**src/hdl/capture_pkg.sv**
```systemverilog
package capture_pkg;

    // capture word geometry
    localparam int WORD_W = 16;
    localparam int PAIR_W = 2;             // sig, sig1
    localparam int BYTE_W = 8;             // uart payload

    // pairs packed into one word, oldest pair on top
    localparam logic [3:0] PAIRS_PER_WORD = 4'd8;

    // one packed word, pair = {sig, sig1}
    typedef logic [WORD_W-1:0] sample_word_t;

    // capture and readout sequence
    typedef enum logic [2:0] {
        ST_ARMED,                          // capturing, watching rx
        ST_POST,                           // capturing, counting down
        ST_READ,                           // ram read latency
        ST_SEND_LO,                        // hand low byte to uart
        ST_SEND_HI,                        // hand high byte to uart
        ST_WAIT                            // busy high then low
    } dump_state_t;

endpackage

```
**src/hdl/sample_packer.sv**
```systemverilog
module sample_packer (
    input  logic                      clk,
    input  logic                      rst,
    input  logic                      sig,
    input  logic                      sig1,
    output capture_pkg::sample_word_t word,
    output logic                      word_stb
);

    import capture_pkg::*;

    localparam logic [2:0] LAST_PHASE = 3'(PAIRS_PER_WORD - 1);

    sample_word_t shift;
    sample_word_t next_shift;
    logic [2:0]   phase;
    logic         phase_last;

    // newest pair enters at the bottom
    assign next_shift = {shift[WORD_W-PAIR_W-1:0], sig, sig1};
    assign phase_last = (phase == LAST_PHASE);

    always_ff @(posedge clk) begin
        shift <= next_shift;
    end

    always_ff @(posedge clk) begin
        if (!rst) begin
            phase    <= '0;
            word_stb <= 1'b0;
        end else begin
            phase    <= phase + 1'b1;              // wraps every eight pairs
            word_stb <= phase_last;
        end
    end

    // eighth pair goes straight into the word
    always_ff @(posedge clk) begin
        if (rst && phase_last) begin
            word <= next_shift;
        end
    end

endmodule

```
**config.mk**
```make
export PLATFORM = sky130hd
export DESIGN_NAME = sample_packer
export DESIGN_NICKNAME = d
export VERILOG_FILES = /design/src/hdl/capture_pkg.sv /design/src/hdl/sample_packer.sv
export SDC_FILE = /design/constraint.sdc
export NUM_CORES = 1
export LEC_CHECK = 0
export ABC_AREA = 1
export BUFFER_PORTS_ARGS = -buffer_cell sky130_fd_sc_hd__buf_2
export CORE_MARGIN = 2
export CORE_UTILIZATION = 53
export CTS_BUF_LIST = sky130_fd_sc_hd__clkbuf_8
export CTS_CLUSTER_SIZE = 8
export DETAILED_ROUTE_END_ITERATION = 8
export HOLD_SLACK_MARGIN = 0.03
export PLACE_DENSITY = 0.85
export SYNTH_ARGS = -nofsm -noshare
export SYNTH_HDL_FRONTEND = slang
export SYNTH_SLANG_ARGS = --single-unit
export TNS_END_PERCENT = 100
```
**constraint.sdc**
```tcl
create_clock -name clk -period 1.5 [get_ports clk]
set_input_delay 0.45 -clock clk [delete_from_list [all_inputs] [get_ports clk]]
set_output_delay 0.45 -clock clk [all_outputs]
set_load 0.01 [all_outputs]
```
==> Yosys cells after proc, flatten, opt, wreduce, memory -nomap -nowiden <==
Index checks and enable logic that the tools add are counted.
W data, S select, Z words.
{ "totals": {"register_bits": 34, "wordCells": 7} }
{ "op_classes": {"n_addsub": 1, "n_eq_ne": 1, "n_reduce_logical": 1} }
{ "ops": {"columns": ["cell", "count"], "rows": [
  ["$add A3 B1 Y3 const B", 1],
  ["$eq A3 B3 Y1 const B", 1],
  ["$logic_and A1 B1 Y1", 1]
]} }

==> Logic depth before layout (Yosys ltp) <==
{ "depth": {"word_depth": 2, "ltp_mapped": 4, "depth_no_buf": 4} }

==> Worst setup path before layout <==
No wires, ideal clock.
{ "synth_timing": {"path_kind": "reg-to-reg", "from": "reg phase[0]", "to": "reg word[0], enable pin", "setup_time_ns": 0.364, "t_arrival_ns": 0.981, "path_slack_ns": 0.155, "stages_incl_launch_ff": 5, "path_buffers": 0, "period_less_slack_ns": 1.345, "path_cell_list": "dfxtp_1 -> ha_1 -> ha_1 -> nand2_1 -> inv_1"} }
{ "synth_between": {"elab_chain_len": 2} }
{ "synth_rtl": {"columns": ["item", "line_no", "text"], "rows": [
  ["from (decl)", "sample_packer.sv:16", "logic [2:0] phase;"],
  ["from (signal assigned)", "sample_packer.sv:32", "phase <= phase + 1'b1;"],
  ["$eq A3 B3 Y1", "sample_packer.sv:21", "assign phase_last = (phase == LAST_PHASE);"],
  ["named net phase_last", "sample_packer.sv:17", "logic phase_last;"],
  ["$logic_and A1 B1 Y1", "sample_packer.sv:39", "if (rst && phase_last) begin"],
  ["to (signal assigned)", "sample_packer.sv:40", "word <= next_shift;"],
  ["to (decl)", "sample_packer.sv:6", "output capture_pkg::sample_word_t word,"]
]} }
The timed path passes the listed nets, and every way through them passes these cells.
A chain may end at the register's enable or synchronous reset.

==> Worst setup path after layout <==
{ "layout_timing": {"from": "reg phase[0]", "to": "reg word[6], enable pin"} }
Same word-level chain as after synthesis.

==> run_results.csv <==
group,metric,value,unit
outcome,status,"finished, final reports clean",
floorplanning,rows,14,
timing,tns,0,ns
synth,synth.cell_area,902,µm²
critical_path,cp_slowest_cell,"dfxtp_1",
critical_path,timing.rr.end,"word[6]",
synth,synth.area.top_cells,"edfxtp_1, dfxtp_1, ha_1",
clock_tree,ctsHoldBuffers,0,
synth,synth_nets,51,
timing,fmax,803,MHz
synth,yosysWarnings,0,
synth,synth_top_family_by_area,"adder cells",
critical_path,cp-end-kind,"flop",
placement,hpwl,671,µm
clock_tree,cts_tree,"yes",
floorplanning,die_w,45.3,µm
power_and_ir_drop,vdd_drop_max,1.16,mV
synth,synthAdderAreaFrac,2.77,%
timing,setup_viol,0,
timing,skew,0.00323,ns
global_route,grt_use_total,13.7,%
floorplanning,start_util,57.9,%
drt,drt_iter0_markers,8,
timing,rsz0062_at_grt,"false",
timing,layout_min_cycle_time,1.24,ns
placement,place_ws,0.249,ns
cells_and_area,finalInstanceArea,1120,µm²
power_and_ir_drop,leakage,0.499,nW
synth,avgSynthCellArea,20.0,µm²
power_and_ir_drop,power_density,1440,nW/µm²
min_path,hold_path_startpoint,"sig",
critical_path,crit_path_max_fanout,16,
critical_path,start_kind,"flop",
synth,yosys.area_share.xor_xnor,0,%
min_path,worstHoldPathCells,1,
critical_path,path_cells,"ha_1 > ha_1 > nand2_1 > inv_1 > buf_12",
critical_path,cp.arrival,1.23,ns
timing,tightestPinTransition,0.0949,ns
synth,synthMuxAreaShare,0,%
synth,synthTopCellsByCount,"dfxtp_1, edfxtp_1, inv_1, nand2_1, ha_1",
drt,drc,0,
cells_and_area,final_nets,79,
drt,firstDrtPassIters,4,
placement,dpl_cell_area,1040,µm²
timing,fin_crit_sh,83.0,%
critical_path,max_stage_delay,0.34,ns
clock_tree,cts_max_level,2,
timing,slew_viol_final,0,
synth,synth-edff-count,16,
min_path,min_to,"shift[1]",
floorplanning,core,1560,µm²
flow_run,maxCapViolations,0,
clock_tree,cts_buffers,5,
cells_and_area,antenna_cells,0,
synth,ys_ff_latch,34,
clock_tree,clock_latency,0.27,ns
synth,yosysUniqueCellTypes,6,
cells_and_area,final_cell_count_no_fill,90,
critical_path,crit_start,"phase[0]",
critical_path,reg2reg_depth,5,
floorplanning,die_area,2050,µm²
drt,routedWlPerCell,11.2,µm
synth,ys.flop_type,"dfxtp_1",
drt,vias_per_cell,4.38,
critical_path,cpMostUsedCell,"ha_1",
global_route,first_global_vias,368,
critical_path,worst-r2r-setup-slack,0.26,ns
global_route,antenna_found_initial,0,
critical_path,reg2reg_from,"phase[0]",
synth,async_flop_share,0,%
drt,vias,394,
synth,synth_area_leader_cell,"edfxtp_1",
cells_and_area,nFillCells,92,
drt,routed_wl,1010,µm
clock_tree,cts_setup_buffers,0,
synth,synth_most_common_cell,"dfxtp_1",
placement,placed_cells,82,
timing,slew_headroom,93.7,%
clock_tree,cts_root_buffer,"clkbuf_8",
synth,ys_seq_area_share,93.2,%
drt,ant_nets,0,
floorplanning,fp.dieH,45.3,µm
min_path,holdCritPathClass,"primary input to flop",
critical_path,required,1.49,ns
floorplanning,io_pins,21,
placement,gp_congestion,0.625,
clock_tree,cts_sinks,34,
clock_tree,max-clock-path-buffers,2,
synth,yosys.area_share.simple,1.94,%
global_route,overflow,0,
critical_path,criticalPathCategory,"flop to flop",
synth,synth_cells,45,
cells_and_area,drive_above_1_share,37.8,%
power_and_ir_drop,total_power,1.62,mW
global_route,grt_max_degree,17,
cells_and_area,area_growth,24.5,%
placement,port_buffers,20,
global_route,grt_pass1_wl,1680,µm
timing,fin_ws,0.255,ns
cells_and_area,multi_input_area,42.5,µm²
clock_tree,cts.clk_slew.worst_paths,0.06,ns
cells_and_area,ff_latch_area,841,µm²
synth,synth_compound_area_share,0,%
synth,netlist.area_leader.share,53.3,%
clock_tree,cts_resized,0,
timing,final_hold_viol_count,0,
## state kept, by name, indices dropped and copies added (netlist names)
| name | count |
|---|---|
| word_stb | 1 |
| shift | 14 |
| phase | 3 |
| word | 16 |
## metal layers
metal	GRT usage (%)	vias to the layer above	routed length (µm)
met5	0	-	0
met4	10.6	0	12
met3	9.60	2	86
met2	19.1	23	452
met1	14.0	162	460
li1	-	207	-
## power breakdown
group | switching (mW) | leakage, nW | internal [mW] | total, mW
combinational | 0.00928 | 0.158 | 0.00877 | 0.0180
clock | 0.276 | 0.0468 | 0.311 | 0.587
sequential | 0.0114 | 0.295 | 0.998 | 1.01
total | 0.297 | 0.499 | 1.32 | 1.62
## cells by family (layout without fill, tap and decap cells)
group	after synthesis	after routing
flops	34	34
buf+inv	5	34
simple gates	4	4
fa+ha+maj	2	2
## cell usage in the layout, fill, tap and decap left out, drive strengths merged
cell type and n:
buf 21, inv 6, nor2 1, clkinv 2, clkbuf 5, nand2 3
edfxtp 16, ha 2, dfxtp 18
## how the worst max path moves through the flow
stage,end,slack (ns),depth (start not counted)
2_1_floorplan,word[0],0.16,4
3_3_place_gp,word[2],0.31,5
4_1_cts,word[9],0.24,5
6_report,word[6],0.26,5
3_5_place_dp,word[4],0.25,5
5_1_grt,word[1],0.15,5
## layout make-up
class	count	share of cell area, %
Tap cell	16	1.78
Sequential cell	34	74.8
Clock inverter	3	1.11
Clock buffer	5	6.12
Inverter	5	1.67
Timing Repair Buffer	21	10.7
Multi-Input combinational cell	6	3.79
## metrics by stage
step / utilization [%] / hold slack (ns)
after floorplan: - / 0.327
after global routing: 72.1 / 0.274
after CTS: 72.1 / 0.280
after detailed placement: 66.9 / 0.336
final: 72.1 / 0.290
after global placement: 66.9 / 0.327
## worst max-delay path, delay by kind of cell (launching register included)
kind	cells	cell delay [ns]
DFF	1	0.34
adders and majority gates	2	0.31
buffers and inverters	2	0.24
and+or+nand+nor	1	0.06
Note: power is estimated with default switching activity, not from simulation.
