$ cat config.mk
export PLATFORM = sky130hd
export DESIGN_NAME = uart_tx
export DESIGN_NICKNAME = d
export VERILOG_FILES = /design/src/hdl/uart_tx.sv
export SDC_FILE = /design/constraint.sdc
export NUM_CORES = 1
export LEC_CHECK = 0
export BUFFER_PORTS_ARGS = -buffer_cell sky130_fd_sc_hd__buf_2
export CAP_MARGIN = 15
export CORE_MARGIN = 2
export CORE_UTILIZATION = 55
export DETAILED_ROUTE_END_ITERATION = 7
export GPL_TIMING_DRIVEN = 0
export PLACE_DENSITY = 0.81
export SLEW_MARGIN = 0
export SYNTH_ARGS = -nofsm -noshare
export SYNTH_HDL_FRONTEND = slang
export SYNTH_SLANG_ARGS = --single-unit
$ cat constraint.sdc
create_clock -name clk -period 2.3 [get_ports clk]
set_input_delay 0.46 -clock clk [delete_from_list [all_inputs] [get_ports clk]]
set_output_delay 0.46 -clock clk [all_outputs]
set_load 0.1 [all_outputs]
$ cat src/hdl/uart_tx.sv
module uart_tx #(
    parameter int CLKS_PER_BIT = 40000
) (
    input  logic       clk,
    input  logic       rst,
    input  logic       tx_start,
    input  logic [7:0] tx_byte,
    output logic       tx,
    output logic       busy
);

    localparam int CNT_W = (CLKS_PER_BIT > 1) ? $clog2(CLKS_PER_BIT) : 1;
    localparam logic [CNT_W-1:0] BIT_LAST = CNT_W'(CLKS_PER_BIT - 1);
    localparam logic [3:0] FRAME_LAST = 4'd9;

    logic [9:0]       frame;
    logic [CNT_W-1:0] baud_cnt;
    logic [3:0]       bit_cnt;
    logic             bit_end;

    assign bit_end = (baud_cnt == BIT_LAST);

    // ones shift in behind the frame, so the line rests high
    assign tx = frame[0];

    always_ff @(posedge clk) begin
        if (!rst) begin
            frame    <= '1;
            baud_cnt <= '0;
            bit_cnt  <= '0;
            busy     <= 1'b0;
        end else if (!busy) begin
            if (tx_start) begin
                frame    <= {1'b1, tx_byte, 1'b0};     // stop, data, start
                baud_cnt <= '0;
                bit_cnt  <= '0;
                busy     <= 1'b1;
            end
        end else begin
            if (bit_end) begin
                baud_cnt <= '0;
                frame    <= {1'b1, frame[9:1]};
                if (bit_cnt == FRAME_LAST) begin
                    busy <= 1'b0;                      // stop bit finished
                end else begin
                    bit_cnt <= bit_cnt + 1'b1;
                end
            end else begin
                baud_cnt <= baud_cnt + 1'b1;
            end
        end
    end

endmodule

# ---- Yosys cells after proc, flatten, opt, wreduce, memory -nomap -nowiden
# Index checks and enable logic that the tools add are counted.
# W data, S select, Z words.
dict set report totals {
  reg_bits 31
  in_bits 11
  out_inout_bits 2
}
dict set report op_classes {
  addsub 2
  eq_ne 4
  mux 14
  reduce_logical 3
}
# cell n
set op_table {}
lappend op_table {{$mux W16} 3}
lappend op_table {{$mux W10} 3}
lappend op_table {{$add A16 B1 Y16 const B} 1}
lappend op_table {{$eq A16 B16 Y1 const B} 1}
lappend op_table {{$mux W4} 4}
lappend op_table {{$add A4 B1 Y4 const B} 1}
lappend op_table {{$eq A4 B4 Y1 const B} 1}
lappend op_table {{$mux W1} 4}
lappend op_table {{$reduce_and A3 Y1} 1}
lappend op_table {{$ne A2 B1 Y1 const B} 1}
lappend op_table {{$ne A2 B2 Y1 const B} 1}
lappend op_table {{$reduce_and A2 Y1} 1}
lappend op_table {{$reduce_bool A2 Y1} 1}

# ---- Depth between registers and ports, before layout
dict set report logic_depth {
  depth_word 4
  mapped_depth 7
  mapped_depth_nobuf 6
}

# ---- Worst setup path after synthesis
# OpenSTA, ideal clock, no wires.
dict set report synth_path {
  kind {reg2reg}
  from {register busy}
  to {register baud_cnt[13]}
  setup_time_ps 57
  arrival_ps 2182
  required_time_ps 2243
  setup_slack_ps 61
  path_stages_with_launch 7
  n_path_buf 2
  synth_period_minus_slack_ps 2239
  path_cell_list {dfxtp_1 -> clkbuf_1 -> nand2_1 -> a31oi_1 -> buf_2 -> a21o_1 -> a21o_1}
}
dict set report synth_via {
  elab_chain_cells 1
  word_cells_on_any_way 2
}
# element line_no
set synth_rtl {}
lappend synth_rtl {{start: declaration} 9} ;# output logic busy
lappend synth_rtl {{start signal: assignment} 31} ;# busy <= 1'b0;
lappend synth_rtl {{start signal: assignment} 37} ;# busy <= 1'b1;
lappend synth_rtl {{start signal: assignment} 44} ;# busy <= 1'b0;
lappend synth_rtl {{$mux W16 / $reduce_bool A2 Y1 (equally long branches)} n/a}
lappend synth_rtl {{end signal: assignment} 49} ;# baud_cnt <= baud_cnt + 1'b1;
lappend synth_rtl {{end: declaration} 17} ;# logic [CNT_W-1:0] baud_cnt;
# Parallel ways exist; a longest one is shown, timed or not.
# A chain may end at the register's enable or synchronous reset.

# ---- Worst setup path in the final report
dict set report layout_path {
  from {register baud_cnt[7]}
  to {register baud_cnt[7]}
}
dict set report layout_via {
  elab_chain_cells 3
  word_cells_on_any_way 4
}
# element line_no
set layout_rtl {}
lappend layout_rtl {{$add A16 B1 Y16 / $eq A16 B16 Y1 (equally long branches)} {49, 21}}
lappend layout_rtl {{$mux W16 (*)} 40} ;# if (bit_end) begin
lappend layout_rtl {{$mux W16 (*)} 32} ;# end else if (!busy) begin
# Every way passes the cells marked *; elsewhere a longest branch is shown, timed or not.

==> results_dict.tcl <==
set metrics [dict create \
    status "finished, final reports clean" \
    setup_viol 0 \
    drt-wirelength-per-cell_um 14.5 \
    synth.distinct_cells 40 \
    r2r-start "baud_cnt[7]" \
    async_flop_share_pct 0 \
    start_util_pct 56.6 \
    synth.avg_cell_area_sq_um 8.86 \
    synth-compound-area-share_pct 16.7 \
    worst_setup_path_end_kind "flop" \
    syn_nets 187 \
    power_w 0.00100 \
    maxCapViolations 0 \
    synth_flop_cell "dfxtp_1" \
    synth.top_cell.area_share_pct 39.2 \
    viasPerCell 6.14 \
    synth_fa_ha_area_share_pct 2.45 \
    drt.antenna.violating_nets 0 \
    vias 1388 \
    fmax_mhz 466 \
    die_w_um 56.8 \
    routed_wl_um 3280 \
    gr-total-overflow 0 \
    max-slew-margin-rel_pct 67.2 \
    finalNetCount 208 \
    synth.area.mux_share_pct 11.0 \
    core-area_sq_um 2710 \
    synth_top_family_by_area "simple AND/OR/NAND/NOR gates" \
    grt_pass1_vias 1340 \
    power.density_nw_per_um2 584 \
    critPathLaunch "baud_cnt[7]" \
    clock_skew_ns 0.0196 \
    cts_tree "done" \
    worst_pin_slew_ns 0.492 \
    row_count 19 \
    hold_end "frame[8]" \
    r2r_end "baud_cnt[7]" \
    layout-drive-gt1-share_pct 17.9 \
    finalHoldViolations 0 \
    irDropWorstVdd_mv 0.509 \
    cts_buffers 5 \
    slew_viol_final 0 \
    ys_seq_area_share_pct 39.2 \
    startpoint_type "flop" \
    synth-seq-cells 30 \
    hpwl_um 2330 \
    rsz0062_at_grt "no" \
    die-height_um 56.8 \
    path_class "reg -> reg" \
    port_buffers 12 \
    n_antenna_cell 0 \
    min_period_over_period_pct 93.4 \
    yosys-top-cells-area "dfxtp_1 39%, nand2_1 6.4%, mux2i_1 5.9%" \
    cellLeakagePower_nw 0.717 \
    synthSimpleGateAreaFrac_pct 27.3 \
    fill_cells 253 \
    synth_warnings 0 \
    required_ns 2.54 \
    fp.dieArea_sq_um 3230 \
    syn-cell-area_sq_um 1530 \
    ff2ff_setup_slack_ns 0.15 \
    finalCriticalPeriod_ns 2.15 \
    yosysMostFrequentCell "dfxtp_1" \
    drt_iter0_markers 41 \
    synth_edf_count 0 \
    cts.sinks 30 \
    arrival_ns 2.38 \
    yosys.area.top_type "dfxtp_1" \
    track_usage_pct 22.7 \
    worstSkewPairLatency_ns 0.35 \
    area_delta_synth_final_pct 12.0 \
    grt_max_degree 11 \
    hold_path.class "in -> reg" \
    ioPinCount 13 \
    synth_commonest_cells "30 x dfxtp_1, 26 x nand2_1, 11 x nor2_1" \
    hp-start "tx_byte[7]" \
    antenna_found_initial 0 \
    htreeDepth 2 \
    final_cells 226 \
    fin_util_pct 63.3 \
    synthCells 173 \
    place.gp.congestion 0.777 \
    dpl.cell_count 216 \
    cts-root-buf "clkbuf_4" \
    cts_buffer_depth 2 \
    drt_pass1_iterations 5 \
    ff2ff_path_depth 6 \
    cts_hold_buf 0 \
    synthXorXnorAreaFrac_pct 0.571 \
    grt_pass1_wl_um 5720 \
    path_clk_slew_ns 0.10 \
    drc 0 \
    crit_fanout 10 \
    hold_depth 3 \
]
-- where the power goes --
part           total (W)  switching, W  internal (W)
registers       0.000539    0.00000754      0.000532
logic           0.000120     0.0000740     0.0000457
clock network   0.000343      0.000196      0.000147
-- kinds of logic after synthesis --
group	count (synthesis)
AND/OR/NAND/NOR	78
AO/OA/AOI/OAI	34
multiplexers	16
XOR/XNOR	1
flip-flops	30
adder cells (fa/ha/maj)	3
buffers and inverters	11
-- worst max-delay path: stages (launching register included) --
cell and delay (ns):
dfxtp_1 0.36, or4b_4 0.56, nor3_4 0.30, a31oi_1 0.23
buf_2 0.25, a21o_1 0.18, a21o_1 0.17
-- through the flow --
stage,worst slack (ns),hold slack [ns],cell area (sq um),TNS (ns)
floorplan,0.0608,0.439,1530,0
global placement,0.0236,0.450,1630,0
detailed placement,-0.0229,0.458,1630,-0.0364
CTS,0.0979,0.441,1700,0
global route,0.0374,0.449,1720,0
finish,0.152,0.434,1720,0
-- routing by layer --
| metal | wire length, um | up-vias | track usage, % |
|---|---|---|---|
| met5 | 0 | - | 0 |
| met4 | 97 | 0 | 10.6 |
| met3 | 191 | 16 | 6.91 |
| met2 | 1590 | 47 | 37.2 |
| met1 | 1400 | 643 | 26.9 |
| li1 | - | 682 | - |
-- worst max path at each step --
stage                              end  slack [ns]  cells after the start
after detailed placement  baud_cnt[13]       -0.02                      7
final                      baud_cnt[7]        0.15                      6
after global placement    baud_cnt[13]        0.02                      7
after floorplan           baud_cnt[13]        0.06                      6
after global routing       baud_cnt[7]        0.04                      6
after CTS                  baud_cnt[7]         0.1                      7
-- state kept, by name, indices dropped and copies added, names as in the netlist --
signal,count
busy,1
baud_cnt,16
frame,9
bit_cnt,4
-- final cells by class --
cell class | instances | area (sq um) | area share (%)
timing repair buffer | 14 | 75.1 | 4.37
clock inverter | 2 | 12.5 | 0.729
multi-input combinational | 132 | 896 | 52.2
buffer | 7 | 27.5 | 1.60
sequential | 30 | 601 | 35.0
inverter | 4 | 15.0 | 0.875
clock buffer | 6 | 51.3 | 2.99
tap | 31 | 38.8 | 2.26
-- repair_timing --
item,CTS,global route
setup endpoints to repair,2,4
resized for setup,1,0
pin swaps,0,1
buffers inserted,0,2
-- placed cells by master (no fill, tap or decap), types with 3 or more instances in the layout --
master    instances
dfxtp_1          30
ha_1              3
nor2_1           11
nand2_1          26
and3_1            5
a21oi_1           7
inv_1             4
nand3_1           9
mux2_2            7
nor2b_1           3
clkbuf_4          5
a21o_1            6
o21ai_0           4
nand4_1           4
a31oi_1           3
nor3_1            7
mux2i_1           9
buf_2            13
buf_1             3
a22o_1            3
clkbuf_1          3
Note: power is estimated with default switching activity, not from simulation.
