## config.mk

```make
export PLATFORM = sky130hd
export DESIGN_NAME = dump_ctrl
export DESIGN_NICKNAME = d
export VERILOG_FILES = /design/src/hdl/capture_pkg.sv /design/src/hdl/dump_ctrl.sv
export SDC_FILE = /design/constraint.sdc
export NUM_CORES = 1
export LEC_CHECK = 0
export ABC_AREA = 1
export BUFFER_PORTS_ARGS = -buffer_cell sky130_fd_sc_hd__buf_2
export CAP_MARGIN = 20
export CORE_AREA = 2 2 78 80
export DETAILED_ROUTE_END_ITERATION = 7
export DIE_AREA = 0 0 80 82
export GPL_ROUTABILITY_DRIVEN = 0
export GPL_TIMING_DRIVEN = 1
export MAX_ROUTING_LAYER = met4
export SYNTH_ARGS = -nofsm -noshare
export SYNTH_HDL_FRONTEND = slang
export SYNTH_SLANG_ARGS = --single-unit
```

## constraint.sdc

```tcl
create_clock -name clk -period 1.8 [get_ports clk]
set_input_delay 0.36 -clock clk [delete_from_list [all_inputs] [get_ports clk]]
set_output_delay 0.36 -clock clk [all_outputs]
set_load 0.01 [all_outputs]
```

## src/hdl/capture_pkg.sv

```systemverilog
package capture_pkg;

    // capture word geometry
    localparam int WORD_W = 16;
    localparam int PAIR_W = 2;             // sig, sig1
    localparam int BYTE_W = 8;             // uart payload

    // pairs packed into one word, oldest pair on top
    localparam logic [3:0] PAIRS_PER_WORD = 4'd8;

    // one packed word, pair = {sig, sig1}
    typedef logic [WORD_W-1:0] sample_word_t;

    // capture and readout sequence
    typedef enum logic [2:0] {
        ST_ARMED,                          // capturing, watching rx
        ST_POST,                           // capturing, counting down
        ST_READ,                           // ram read latency
        ST_SEND_LO,                        // hand low byte to uart
        ST_SEND_HI,                        // hand high byte to uart
        ST_WAIT                            // busy high then low
    } dump_state_t;

endpackage

```

## src/hdl/dump_ctrl.sv

```systemverilog
module dump_ctrl #(
    parameter int ADDR_W     = 8,
    parameter int POST_WORDS = 128
) (
    input  logic                      clk,
    input  logic                      rst,
    input  logic                      rx,
    input  logic                      word_stb,
    input  logic                      busy,
    input  capture_pkg::sample_word_t rd_data,
    output logic                      wr_en,
    output logic [ADDR_W-1:0]         wr_addr,
    output logic [ADDR_W-1:0]         rd_addr,
    output logic [7:0]                tx_byte,
    output logic                      tx_start
);

    import capture_pkg::*;

    localparam logic [ADDR_W-1:0] POST_LAST = ADDR_W'(POST_WORDS - 1);

    dump_state_t       state;
    logic [ADDR_W-1:0] post_cnt;
    logic              hi_next;
    logic              seen_busy;
    logic              load_lo;
    logic              load_hi;

    // capture only while not dumping, strobes during a dump are lost
    assign wr_en = word_stb && (state == ST_ARMED || state == ST_POST);

    assign load_lo = (state == ST_SEND_LO) && !busy;
    assign load_hi = (state == ST_SEND_HI) && !busy;

    // write pointer also marks the freeze point during a dump
    always_ff @(posedge clk) begin
        if (!rst) begin
            wr_addr <= '0;
        end else if (wr_en) begin
            wr_addr <= wr_addr + 1'b1;
        end
    end

    always_ff @(posedge clk) begin
        if (!rst) begin
            state     <= ST_ARMED;
            post_cnt  <= '0;
            rd_addr   <= '0;
            hi_next   <= 1'b0;
            seen_busy <= 1'b0;
            tx_start  <= 1'b0;
        end else begin
            tx_start <= 1'b0;
            case (state)
                ST_ARMED: begin
                    if (rx) begin
                        post_cnt <= '0;
                        state    <= ST_POST;
                    end
                end

                ST_POST: begin
                    if (wr_en) begin
                        post_cnt <= post_cnt + 1'b1;
                        if (post_cnt == POST_LAST) begin
                            rd_addr <= wr_addr + 1'b1;     // oldest word
                            state   <= ST_READ;
                        end
                    end
                end

                ST_READ: begin
                    state <= ST_SEND_LO;                   // rd_data valid next
                end

                ST_SEND_LO: begin
                    if (load_lo) begin
                        tx_start <= 1'b1;
                        hi_next  <= 1'b1;
                        state    <= ST_WAIT;
                    end
                end

                ST_SEND_HI: begin
                    if (load_hi) begin
                        tx_start <= 1'b1;
                        hi_next  <= 1'b0;
                        rd_addr  <= rd_addr + 1'b1;
                        state    <= ST_WAIT;
                    end
                end

                ST_WAIT: begin
                    if (busy) begin
                        seen_busy <= 1'b1;
                    end else if (seen_busy) begin
                        seen_busy <= 1'b0;
                        if (hi_next) begin
                            state <= ST_SEND_HI;
                        end else if (rd_addr == wr_addr) begin
                            state <= ST_ARMED;             // full pass done
                        end else begin
                            state <= ST_READ;
                        end
                    end
                end

                default: begin
                    state <= ST_ARMED;
                end
            endcase
        end
    end

    // byte latched at start, ram output may move on afterwards
    always_ff @(posedge clk) begin
        if (load_lo) begin
            tx_byte <= rd_data[BYTE_W-1:0];
        end else if (load_hi) begin
            tx_byte <= rd_data[WORD_W-1:BYTE_W];
        end
    end

endmodule

```

Word level (Yosys, flattened, before mapping)
Index checks and enable logic that the tools add are counted.
{ "totals": {"ff_bits": 38, "input_bits": 21, "out_inout_bits": 26, "wordCells": 65} }
{ "op_classes": {"addsub": 3, "n_eq_ne": 14, "mux": 26, "n_reduce_logical": 14} }
{ "ops": {"columns": ["op", "n"], "rows": [
  ["$mux 8", 7],
  ["$pmux 8 s2", 2],
  ["$add 8x1->8 const B", 3],
  ["$mux 3", 8],
  ["$pmux 3 s6", 1],
  ["$ne 2x2->1 const B", 6],
  ["$eq 8x7->1 const B", 1],
  ["$eq 8x8->1", 1],
  ["$reduce_bool 2->1", 4],
  ["$reduce_and 7->1", 1],
  ["$eq 3x2->1 const B", 2],
  ["$eq 3x3->1 const B", 2],
  ["$reduce_and 3->1", 2],
  ["$mux 1", 5],
  ["$pmux 1 s2", 2],
  ["$reduce_and 4->1", 1],
  ["$eq 3x1->1 const B", 1],
  ["$logic_and 1x1->1", 3],
  ["$logic_not 3->1", 1],
  ["$mux 2", 1],
  ["$ne 2x1->1 const B", 1],
  ["$logic_not 1->1", 1],
  ["$logic_or 1x1->1", 1]
]} }

Logic depth before layout (Yosys ltp)
Gate-level depths: netlist of the first run.
{ "depth": {"word_depth": 6, "depth_mapped": 11, "depth_no_buf": 11} }

Worst setup path before layout of the first run
Ideal clock, no wire load.
{ "synth_timing": {"kind": "flip-flop to flip-flop", "from": "register state[1]", "to": "register tx_byte[0], data pin", "setup_ns": 0.253, "arrival_time_ns": 1.112, "required_time_ns": 1.547, "path_slack_ns": 0.436, "stages_incl_launch_ff": 6, "path_cell_list": "dfxtp_1 > nand2_1 > nor3_2 > inv_2 > nand2_1 > nand2_1"} }
{ "synth_via": {"elab_chain_cells": 3} }
{ "synth_lines": {"columns": ["element", "line_no", "text"], "rows": [
  ["from (decl)", "dump_ctrl.sv:22", "dump_state_t state;"],
  ["from (signal assigned)", "dump_ctrl.sv:46", "state <= ST_ARMED;"],
  ["from (signal assigned)", "dump_ctrl.sv:58", "state <= ST_POST;"],
  ["from (signal assigned)", "dump_ctrl.sv:67", "state <= ST_READ;"],
  ["$eq 3x2->1", "dump_ctrl.sv:32", "assign load_lo = (state == ST_SEND_LO) && !busy;"],
  ["$logic_and 1x1->1", "dump_ctrl.sv:32", null],
  ["$mux 8", "dump_ctrl.sv:117", "if (load_lo) begin"],
  ["to (signal assigned)", "dump_ctrl.sv:118", "tx_byte <= rd_data[BYTE_W-1:0];"],
  ["to (signal assigned)", "dump_ctrl.sv:120", "tx_byte <= rd_data[WORD_W-1:BYTE_W];"],
  ["to (decl)", "dump_ctrl.sv:14", "output logic [7:0] tx_byte,"]
]} }
No other way between the ends.
A chain may end at the register's enable or synchronous reset.

Worst setup path in the final report of the first run
{ "layout_timing": {"from": "register state[2]", "to": "output port wr_en"} }
{ "layout_via": {"elab_chain_cells": 3, "word_cells_on_any_way": 4, "cone_classes": "eq/ne (1); reduce/logical (3)"} }
{ "layout_lines": {"columns": ["element", "line_no", "text"], "rows": [
  ["$eq 3x1->1 or $logic_not 3->1 (tied branches)", "dump_ctrl.sv:30", "assign wr_en = word_stb && (state == ST_ARMED || state == ST_POST);"],
  ["$logic_or 1x1->1 *", "dump_ctrl.sv:30", null],
  ["$logic_and 1x1->1 *", "dump_ctrl.sv:30", null],
  ["to (decl)", "dump_ctrl.sv:11", "output logic wr_en,"]
]} }
Every way passes the cells marked *; elsewhere a longest branch is shown, timed or not.

==> reports/results.md, run 1 <==
• 351 — Post-Syn Nets
• 1.30 nW — leakage
• 6 — critical path fanouts, max
• 8 — number of synthesized flops with an enable pin
• 18.4% — layout overhead on the synthesized area
• 0 — Final Slew Violations
• 0% — share of flip-flops with an asynchronous set or reset
• 5100 microns — wire length reported by the detailed router
• nand2_1 — cell with the most instances after synthesis
• 38 — register bit total from synthesis
• 985 nW/um^2 — power per standard cell area
• 3920 microns — half-perimeter wire length after placement
• 27.3% — area fraction of the dominant cell type after synthesis
• 2200 sq um — post-synthesis cell area
• 5 — number of buffers added by the clock tree synthesis step
• 327 — number of instances in the synthesized netlist
• 2092 — routed via count
• 0 — number of hold-slack violations in the final timing report
• 47 — top-level I/O count
• 0.26 ns — flop-to-flop setup slack
• 0.29 ns — worst skew pair latency
• 0 — DRT antenna net count
• input pin to flip-flop — HP Class
• 0 — number of buffers inserted for hold repair after clock tree synthesis
• 8580 microns — wire length of the first global-routing pass
• finished, final reports clean — status
• 17.1% — global router's overall resource usage
• 1.27 ns — Critical Path AT
• 0 — setup fix buffers added after clock tree synthesis
• 38.3% — Initial Utilization
• rd_addr[4] — FF-to-FF End
• 0 — setup violation total in the final timing report
• 28 — number of placement rows
• 5750 sq um — placeable core area
• dfxtp_1 — most instantiated flip-flop cell in the synthesis netlist
• 447 — dpl cells
• primary output — Worst Setup End Kind
• 0.07 ns — Worst-path clk slew
• 46 — number of buffers inserted by port buffering
• 82 microns — Die H
• 0 — Gates resized, CTS repair
• 6560 sq um — area enclosed by the die boundary
• 69.8% — remaining max-slew budget at the tightest pin
• built — clock tree from TritonCTS
• 1.63 ns — Min Clock Period, post-route
• 3 — WHS Path Cells
• 14 — maximum number of pins on one net before global-route repair
• dfxtp_1 — leading area contributor after synthesis
• 1949 — number of global-route vias before repair
• 111 — initial DRC count
• 403 — number of nets at the end of the flow
• 455 — non-filler cells in the finished layout
• rd_data[8] — Worst Min Path Start
• 2 — H-Tree Depth
• tx_byte[0] — hold endpoint
• 0.00564 ns — clk_skew
• 0 ns — Total Negative Setup Slacks
• 0 — # diodes
• dfxtp_1 (27%), nand2_1 (19%), edfxtp_1 (11%) — leading cell types by total area after synthesis
• 90.7% — final worst path period share
• 0 — total congestion overflow
• 38.2% — Seq/Total Area, Yosys
• 612 MHz — Max Clk Rate
• 80 microns — chip width
• 38 — total clock sinks
• clkbuf_8 — Root Buffer
• 0 — max-cap check violation count
• 6.72 sq um — average footprint of a synthesized cell
• 0 — number of antenna violations at the first check in global routing
• 11.2 microns — average wire per standard cell
• 0 — total of warnings raised by yosys
• flip-flop to primary output — Setup Crit Path Kind
• nand2_1 (113), nor2_1 (37), inv_1 (36), dfxtp_1 (30), nand3_1 (17) — ranking of synthesized cells by instance count
• state[1] — source of the worst register-to-register timing path
• 458 uV — VDD IR max
• 0.453 ns — Tightest Pin Transition
• 4 — Detailed Routing Iterations Pass 1
• 20.0% — fraction of final layout cells with drive strength greater than 1
• 0 — DRC violations left
• 30 — Cell variety after synth
• flip-flop — Startpoint Class
• 1.44 ns — WP data required
• 618 — fill cell instance count of the final layout
• 10 — R2R depth
• 4.60 — via count normalized by instance count
• 2 — CTS max path bufs
• false — RSZ-0062 raised after global routing
## metrics by stage
stage	worst slack, ns	cell area (sq um)	utilization, %	hold WS, ns	power, mW
after global placement	0.309	2520	43.9	0.456	2.03
after floorplan	0.436	2200	-	0.441	1.77
after detailed placement	0.275	2520	43.9	0.466	2.04
final	0.167	2600	45.3	0.341	2.56
after CTS	0.157	2600	45.3	0.336	2.60
after global routing	0.0446	2600	45.3	0.351	2.79
## how the worst max path moves through the flow
stage / startpoint / end / depth (start not counted)
floorplan: state[1] / tx_byte[0] / 5
global placement: state[1] / rd_addr[3] / 10
detailed placement: state[1] / rd_addr[4] / 10
CTS: state[2] / wr_en / 3
global route: state[0] / tx_byte[2] / 4
finish: state[2] / wr_en / 3
## area by class of cell
cell class              count  area, sq um  share of cell area, %
multi-input cells         241         1160                   44.7
clock buffers               5         68.8                   2.64
well taps                  75         93.8                   3.61
repair buffers             51          268                   10.3
clock inverters             3         11.3                  0.433
flip-flops and latches     38          841                   32.3
inverters                  42          158                   6.06
## where the power goes
group | leakage [nW] | internal (mW) | switching [mW]
logic | 0.942 | 0.334 | 0.580
registers | 0.316 | 0.980 | 0.125
clock network | 0.0407 | 0.258 | 0.286
total | 1.30 | 1.57 | 0.991
## layout by cell type (no fill, tap or decap)
cell type	instances
inv_2	6
clkbuf_8	5
nand2_2	4
nor3_4	1
nand4_1	4
nor3_2	1
and3_1	2
edfxtp_1	8
inv_1	36
o21ai_0	14
a21o_1	1
nor2_4	3
buf_2	46
nor2_2	1
xnor2_1	3
nor3_1	2
nand3_1	17
xor2_1	9
ha_1	3
clkinv_1	3
nand2_1	113
o211ai_1	1
buf_4	5
a21oi_2	2
a21oi_1	16
dfxtp_1	30
nand2_4	2
nor2_1	37
nand3b_1	1
o21ai_1	4
## flip-flops by register name, summed over array words and instances (netlist names)
signal     cells
rd_addr        8
tx_start       1
tx_byte        8
seen_busy      1
hi_next        1
state          3
wr_addr        8
post_cnt       8
## per-layer routing
metal	GRT usage [%]	up-vias	part of all wire [%]
met1	20.4	902	46
li1	-	1124	-
met4	4.58	0	0.86
met3	3.41	4	5.1
met2	29.7	62	48
met5	-	-	0
## critical path, stage by stage, from the launching register on
cell and delay [ns]:
dfxtp_1 0.38, buf_4 0.19, nor3_4 0.24, buf_2 0.17
## logic make-up after synthesis
logic type / synth area share (%)
fa+ha+maj: 1.71
buf+inv: 8.88
flops: 38.2
simple gates: 37.2
xor+xnor: 4.78
compound gates: 9.22
Power figures use the tool's default switching activity.
==> run 2: changes to the inputs <==
--- a/config.mk
+++ b/config.mk
@@ -8,12 +8,13 @@
 export ABC_AREA = 1
 export BUFFER_PORTS_ARGS = -buffer_cell sky130_fd_sc_hd__buf_2
 export CAP_MARGIN = 20
-export CORE_AREA = 2 2 78 80
+export CORE_AREA = 2 2 67 69
 export DETAILED_ROUTE_END_ITERATION = 7
-export DIE_AREA = 0 0 80 82
+export DIE_AREA = 0 0 69 71
 export GPL_ROUTABILITY_DRIVEN = 0
 export GPL_TIMING_DRIVEN = 1
 export MAX_ROUTING_LAYER = met4
+export PLACE_DENSITY = 0.78
 export SYNTH_ARGS = -nofsm -noshare
 export SYNTH_HDL_FRONTEND = slang
 export SYNTH_SLANG_ARGS = --single-unit
==> reports/results.md, run 2 (synthesized netlist as in run 1, its figures left out) <==
• 22.6% — global router's overall resource usage, +5.5 points
• 1.56 ns — Min Clock Period, post-route, -0.0714 ns
• simple AND/OR/NAND/NOR gates — cell family with the largest share of critical-path delay
• 3 — buffering stage count on the worst path with inverters included, +1
• nand2_1 (113), buf_2 (46), nor2_1 (37) — most frequent cells in the layout
• 4 — Detailed Routing Iterations Pass 1, unchanged
• 2.72 mW — sum of internal, switching and leakage power, +6.1%
• 401 — number of nets at the end of the flow, -0.50%
• 0 — # diodes, unchanged
• 430 — non-filler cells in the finished layout, -5.5%
• inv_1, nand2_4, nor2_4, inv_2, nand2_1, nand2_2, inv_1, nand2_1, a21oi_2 — crit-path cells
• 640 MHz — Max Clk Rate, +4.6%
• 1160 sq um — combined area of the multi-input logic cells, unchanged
• 0.47 ns — CP max stage delay, +0.09 ns
• 1.31 nW — leakage, +0.58%
• flip-flop to flip-flop — Setup Crit Path Kind
• 8600 microns — wire length of the first global-routing pass, +0.24%
• flip-flop — Worst Setup End Kind
• 2008 — number of global-route vias before repair, +3.0%
• 17.7% — layout overhead on the synthesized area
• 4900 sq um — area enclosed by the die boundary, -25%
• finished, final reports clean — status
• 765 uV — VDD IR max, +67%
• 69 microns — chip width, -14%
• rd_data[15] — Worst Min Path Start
• 400 — fill cell instance count of the final layout, -35%
• 422 — dpl cells, -5.6%
• 0.238 ns — final setup slack of the worst path, +0.0714 ns
• 3870 microns — half-perimeter wire length after placement, -1.4%
• 71 microns — Die H, -13%
• 0 — number of buffers inserted for hold repair after clock tree synthesis, unchanged
• 0.29 ns — worst skew pair latency, about the same
• 1050 nW/um^2 — power per standard cell area, +6.7%
• dfxtp_1 — worst-path cell with the longest stage delay
• 16 — maximum number of pins on one net before global-route repair, +2
• 0 — max-cap check violation count, unchanged
• nand2_1 — most common cell after layout, fill and taps aside
• clkbuf_8 — Root Buffer
• 0 — total congestion overflow, unchanged
• 4200 sq um — placeable core area, -27%
• 0 — number of hold-slack violations in the final timing report, unchanged
• 162 — initial DRC count, +46%
• 1.96 ns — WP data required, +0.52 ns
• false — RSZ-0062 raised after global routing
• 0.08 ns — Worst-path clk slew, about the same
• 47 — top-level I/O count, unchanged
• 0 — number of antenna violations at the first check in global routing, unchanged
• 1.72 ns — Critical Path AT, +0.45 ns
• 24 — number of placement rows, -14%
• 4.98 — via count normalized by instance count, +8.3%
• 86.8% — final worst path period share, -4.0 points
• 0 — setup fix buffers added after clock tree synthesis, unchanged
• 5 — number of buffers added by the clock tree synthesis step, unchanged
• state[0] — CP startpoint
• 38 — total clock sinks, unchanged
• 0.479 ns — Tightest Pin Transition, +0.0262 ns
• 68.0% — remaining max-slew budget at the tightest pin, -1.7 points
• 0 — DRC violations left, unchanged
• 2141 — routed via count, +2.3%
• 0.00830 ns — clk_skew, +0.00266 ns
• 2 — CTS max path bufs, unchanged
• 52.3% — Initial Utilization, +14 points
• 841 sq um — Storage cell area, unchanged
• 12.0 microns — average wire per standard cell, +6.7%
• 46 — number of buffers inserted by port buffering, unchanged
• 0 — Gates resized, CTS repair, unchanged
• 0 — DRT antenna net count, unchanged
• 0.265 ns — pre-CTS WS, -0.0103 ns
• built — clock tree from TritonCTS
• input pin to flip-flop — HP Class
• 5140 microns — wire length reported by the detailed router, +0.88%
• 0 — setup violation total in the final timing report, unchanged
• flip-flop — Startpoint Class
• 0 ns — Total Negative Setup Slacks, unchanged
• 2 — H-Tree Depth, unchanged
• state[0] — source of the worst register-to-register timing path
• 0 — Final Slew Violations, unchanged
• 20.4% — fraction of final layout cells with drive strength greater than 1, +0.37 points
• 0.24 ns — flop-to-flop setup slack, -0.02 ns
• 11 — critical path fanouts, max, +5
==> run 2: cell count changes in the layout (fill, tap and decap cells not counted), sizes merged <==
cell | before | now
buf | 51 | 49
bufinv | 0 | 1
clkinv | 3 | 2
==> run 2: area by class of cell <==
| type | instances | share of cell area (%) |
|---|---|---|
| inverter | 42 | 6.09 |
| multi-input combinational | 241 | 44.9 |
| clock buffer | 5 | 2.66 |
| clock inverter | 3 | 1.55 |
| timing repair buffer | 49 | 9.77 |
| sequential | 38 | 32.5 |
| tap | 52 | 2.51 |
==> run 2: layer usage <==
layer	global-route usage (%)	routed length [microns]	vias up	share of wire [%]
met4	10.5	123	0	2.4
met2	38.9	2570	51	50
li1	-	-	1123	-
met1	25.5	2230	957	43
met5	-	0	-	0
met3	4.13	214	10	4.2
==> run 2: path summary, 6_finish.rpt <==
check,to,cells past startpoint
max,rd_addr[3],9
min,tx_byte[7],3
max reg2reg,rd_addr[3],9
min reg2reg,post_cnt[1],2
==> run 2: power by group <==
part           switching [mW]  leakage [nW]  internal (mW)
logic                   0.576         0.932          0.325
clock network           0.301        0.0579          0.408
registers               0.130         0.316          0.980
total                    1.01          1.31           1.71
==> run 2: per-stage QoR <==
step / hold WS (ns) / utilization (%) / area, sq um
6_report: 0.335 / 61.5 / 2590
5_1_grt: 0.345 / 61.5 / 2590
4_1_cts: 0.331 / 61.5 / 2590
3_5_place_dp: 0.471 / 59.0 / 2480
3_3_place_gp: 0.456 / 59.0 / 2480
2_1_floorplan: 0.441 / - / 2200
==> run 2: worst reg2reg max path, delay by kind of cell, from the launching register on <==
family                 cells  cell delay (ns)
DFF                        1             0.47
buffers and inverters      3             0.37
and+or+nand+nor            5             0.55
AOI/OAI and AO/OA          1             0.05
==> run 3: changes to the inputs <==
--- a/config.mk
+++ b/config.mk
@@ -8,13 +8,13 @@
 export ABC_AREA = 1
 export BUFFER_PORTS_ARGS = -buffer_cell sky130_fd_sc_hd__buf_2
 export CAP_MARGIN = 20
-export CORE_AREA = 2 2 67 69
+export CORE_AREA = 2 2 49 96
 export DETAILED_ROUTE_END_ITERATION = 7
-export DIE_AREA = 0 0 69 71
+export DIE_AREA = 0 0 51 98
 export GPL_ROUTABILITY_DRIVEN = 0
 export GPL_TIMING_DRIVEN = 1
 export MAX_ROUTING_LAYER = met4
-export PLACE_DENSITY = 0.78
+export PLACE_DENSITY = 0.76
 export SYNTH_ARGS = -nofsm -noshare
 export SYNTH_HDL_FRONTEND = slang
 export SYNTH_SLANG_ARGS = --single-unit
==> reports/results.md, run 3 (synthesized netlist as in run 1, its figures left out) <==
• 2126 — number of global-route vias before repair, +5.9%
• 87.5% — final worst path period share, +0.74 points
• 2163 — routed via count, +1.0%
• 3 — WHS Path Cells, unchanged
• primary output — Worst Setup End Kind
• 34 — number of placement rows, +42%
• flip-flop — Startpoint Class
• 1.44 ns — WP data required, -0.52 ns
• 17.0% — layout overhead on the synthesized area
• 12.1 microns — average wire per standard cell, +1.4%
• 9 — critical path fanouts, max, -2
• state[2] — CP startpoint
• 0.00621 ns — clk_skew, -0.00209 ns
• 1.21 ns — Critical Path AT, -0.51 ns
• post_cnt[0] — source of the worst register-to-register timing path
• 24.4% — global router's overall resource usage, +1.8 points
• 0 — max-cap check violation count, unchanged
• 8 — R2R depth, -1
• 4 — Detailed Routing Iterations Pass 1, unchanged
• 0.225 ns — final setup slack of the worst path, -0.0133 ns
• input pin to flip-flop — HP Class
• clkbuf_8 — Root Buffer
• 0 — total congestion overflow, unchanged
• rd_addr[3] — FF-to-FF End
• 785 uV — VDD IR max, +2.5%
• 433 — non-filler cells in the finished layout, +0.70%
• 38 — initial DRC count, -77%
• 15 — maximum number of pins on one net before global-route repair, -1
• 5250 microns — wire length reported by the detailed router, +2.1%
• 0.29 ns — worst skew pair latency, about the same
• 2 — H-Tree Depth, unchanged
• 0 — number of antenna violations at the first check in global routing, unchanged
• 425 — dpl cells, +0.71%
• 0 — setup violation total in the final timing report, unchanged
• nand2_1 — most common cell after layout, fill and taps aside
• 51.2% — Initial Utilization, -1.1 points
• false — RSZ-0062 raised after global routing
• nand2_1 (113), buf_2 (46), nor2_1 (37) — most frequent cells in the layout
• 0 — number of buffers inserted for hold repair after clock tree synthesis, unchanged
• 0 ns — Total Negative Setup Slacks, unchanged
• flip-flop to primary output — Setup Crit Path Kind
• 98 microns — Die H, +38%
• 20.3% — fraction of final layout cells with drive strength greater than 1, -0.054 points
• 0 — Final Slew Violations, unchanged
• 1000 nW/um^2 — power per standard cell area, -4.5%
• rd_data[15] — Worst Min Path Start
• 2 — CTS max path bufs, unchanged
• 66.8% — remaining max-slew budget at the tightest pin, -1.2 points
• 9110 microns — wire length of the first global-routing pass, +5.9%
• 4300 sq um — placeable core area, +2.2%
• 2.58 mW — sum of internal, switching and leakage power, -5.1%
• 5000 sq um — area enclosed by the die boundary, +2.0%
• 0 — setup fix buffers added after clock tree synthesis, unchanged
• 402 — number of nets at the end of the flow, +0.25%
• 46 — number of buffers inserted by port buffering, unchanged
• 0 — Gates resized, CTS repair, unchanged
• 635 MHz — Max Clk Rate, -0.85%
• 0.07 ns — Worst-path clk slew, about the same
• 0.180 ns — pre-CTS WS, -0.0847 ns
• built — clock tree from TritonCTS
• 0 — DRC violations left, unchanged
• 5 — number of buffers added by the clock tree synthesis step, unchanged
• 47 — top-level I/O count, unchanged
• 4120 microns — half-perimeter wire length after placement, +6.5%
• finished, final reports clean — status
• 0 — number of hold-slack violations in the final timing report, unchanged
• 0 — # diodes, unchanged
• 1.29 nW — leakage, -0.86%
• 59.8% — core occupancy in the finished layout, -1.7 points
• tx_byte[7] — hold endpoint
• 1.57 ns — Min Clock Period, post-route, +0.0133 ns
• 0.23 ns — flop-to-flop setup slack, about the same
• 51 microns — chip width, -26%
• 38 — total clock sinks, unchanged
• 5.00 — via count normalized by instance count, +0.33%
• 0.497 ns — Tightest Pin Transition, +0.0179 ns
• 0 — DRT antenna net count, unchanged
## run 3: layout make-up
cell class	count	area (sq um)
fill	431	1730
clock buffer	6	72.6
tap	54	67.6
inverter	42	158
timing repair buffer	50	260
clock inverter	2	8.76
sequential	38	842
multi-input combinational	241	1160
## run 3: critical path: stages, from the launching register on
cell and delay (ns):
dfxtp_2 0.39, nor3_4 0.34, buf_2 0.20
## run 3: report_power, final
part	switching [mW]	internal, mW
Clock	0.289	0.266
Combinational	0.582	0.327
Sequential	0.137	0.981
Total	1.01	1.57
## run 3: per-layer routing
layer	up-vias	share of wire [%]	GRT usage (%)
met5	-	0	-
met4	0	5.6	15.6
met3	21	5.1	4.28
met2	76	51	41.2
met1	936	38	24.9
li1	1130	-	-
## run 3: worst max-delay path by stage
stage,slack [ns],endpoint,cells past startpoint
CTS,0.14,wr_en,2
floorplan,0.44,tx_byte[0],5
finish,0.23,wr_en,2
detailed placement,0.18,rd_addr[3],8
global route,0.04,rd_addr[3],8
global placement,0.23,rd_addr[3],9
## run 3: metrics by stage
step	hold WS (ns)	area [sq um]
CTS	0.323	2570
global placement	0.464	2490
detailed placement	0.471	2490
finish	0.327	2570
global route	0.337	2570
floorplan	0.441	2200
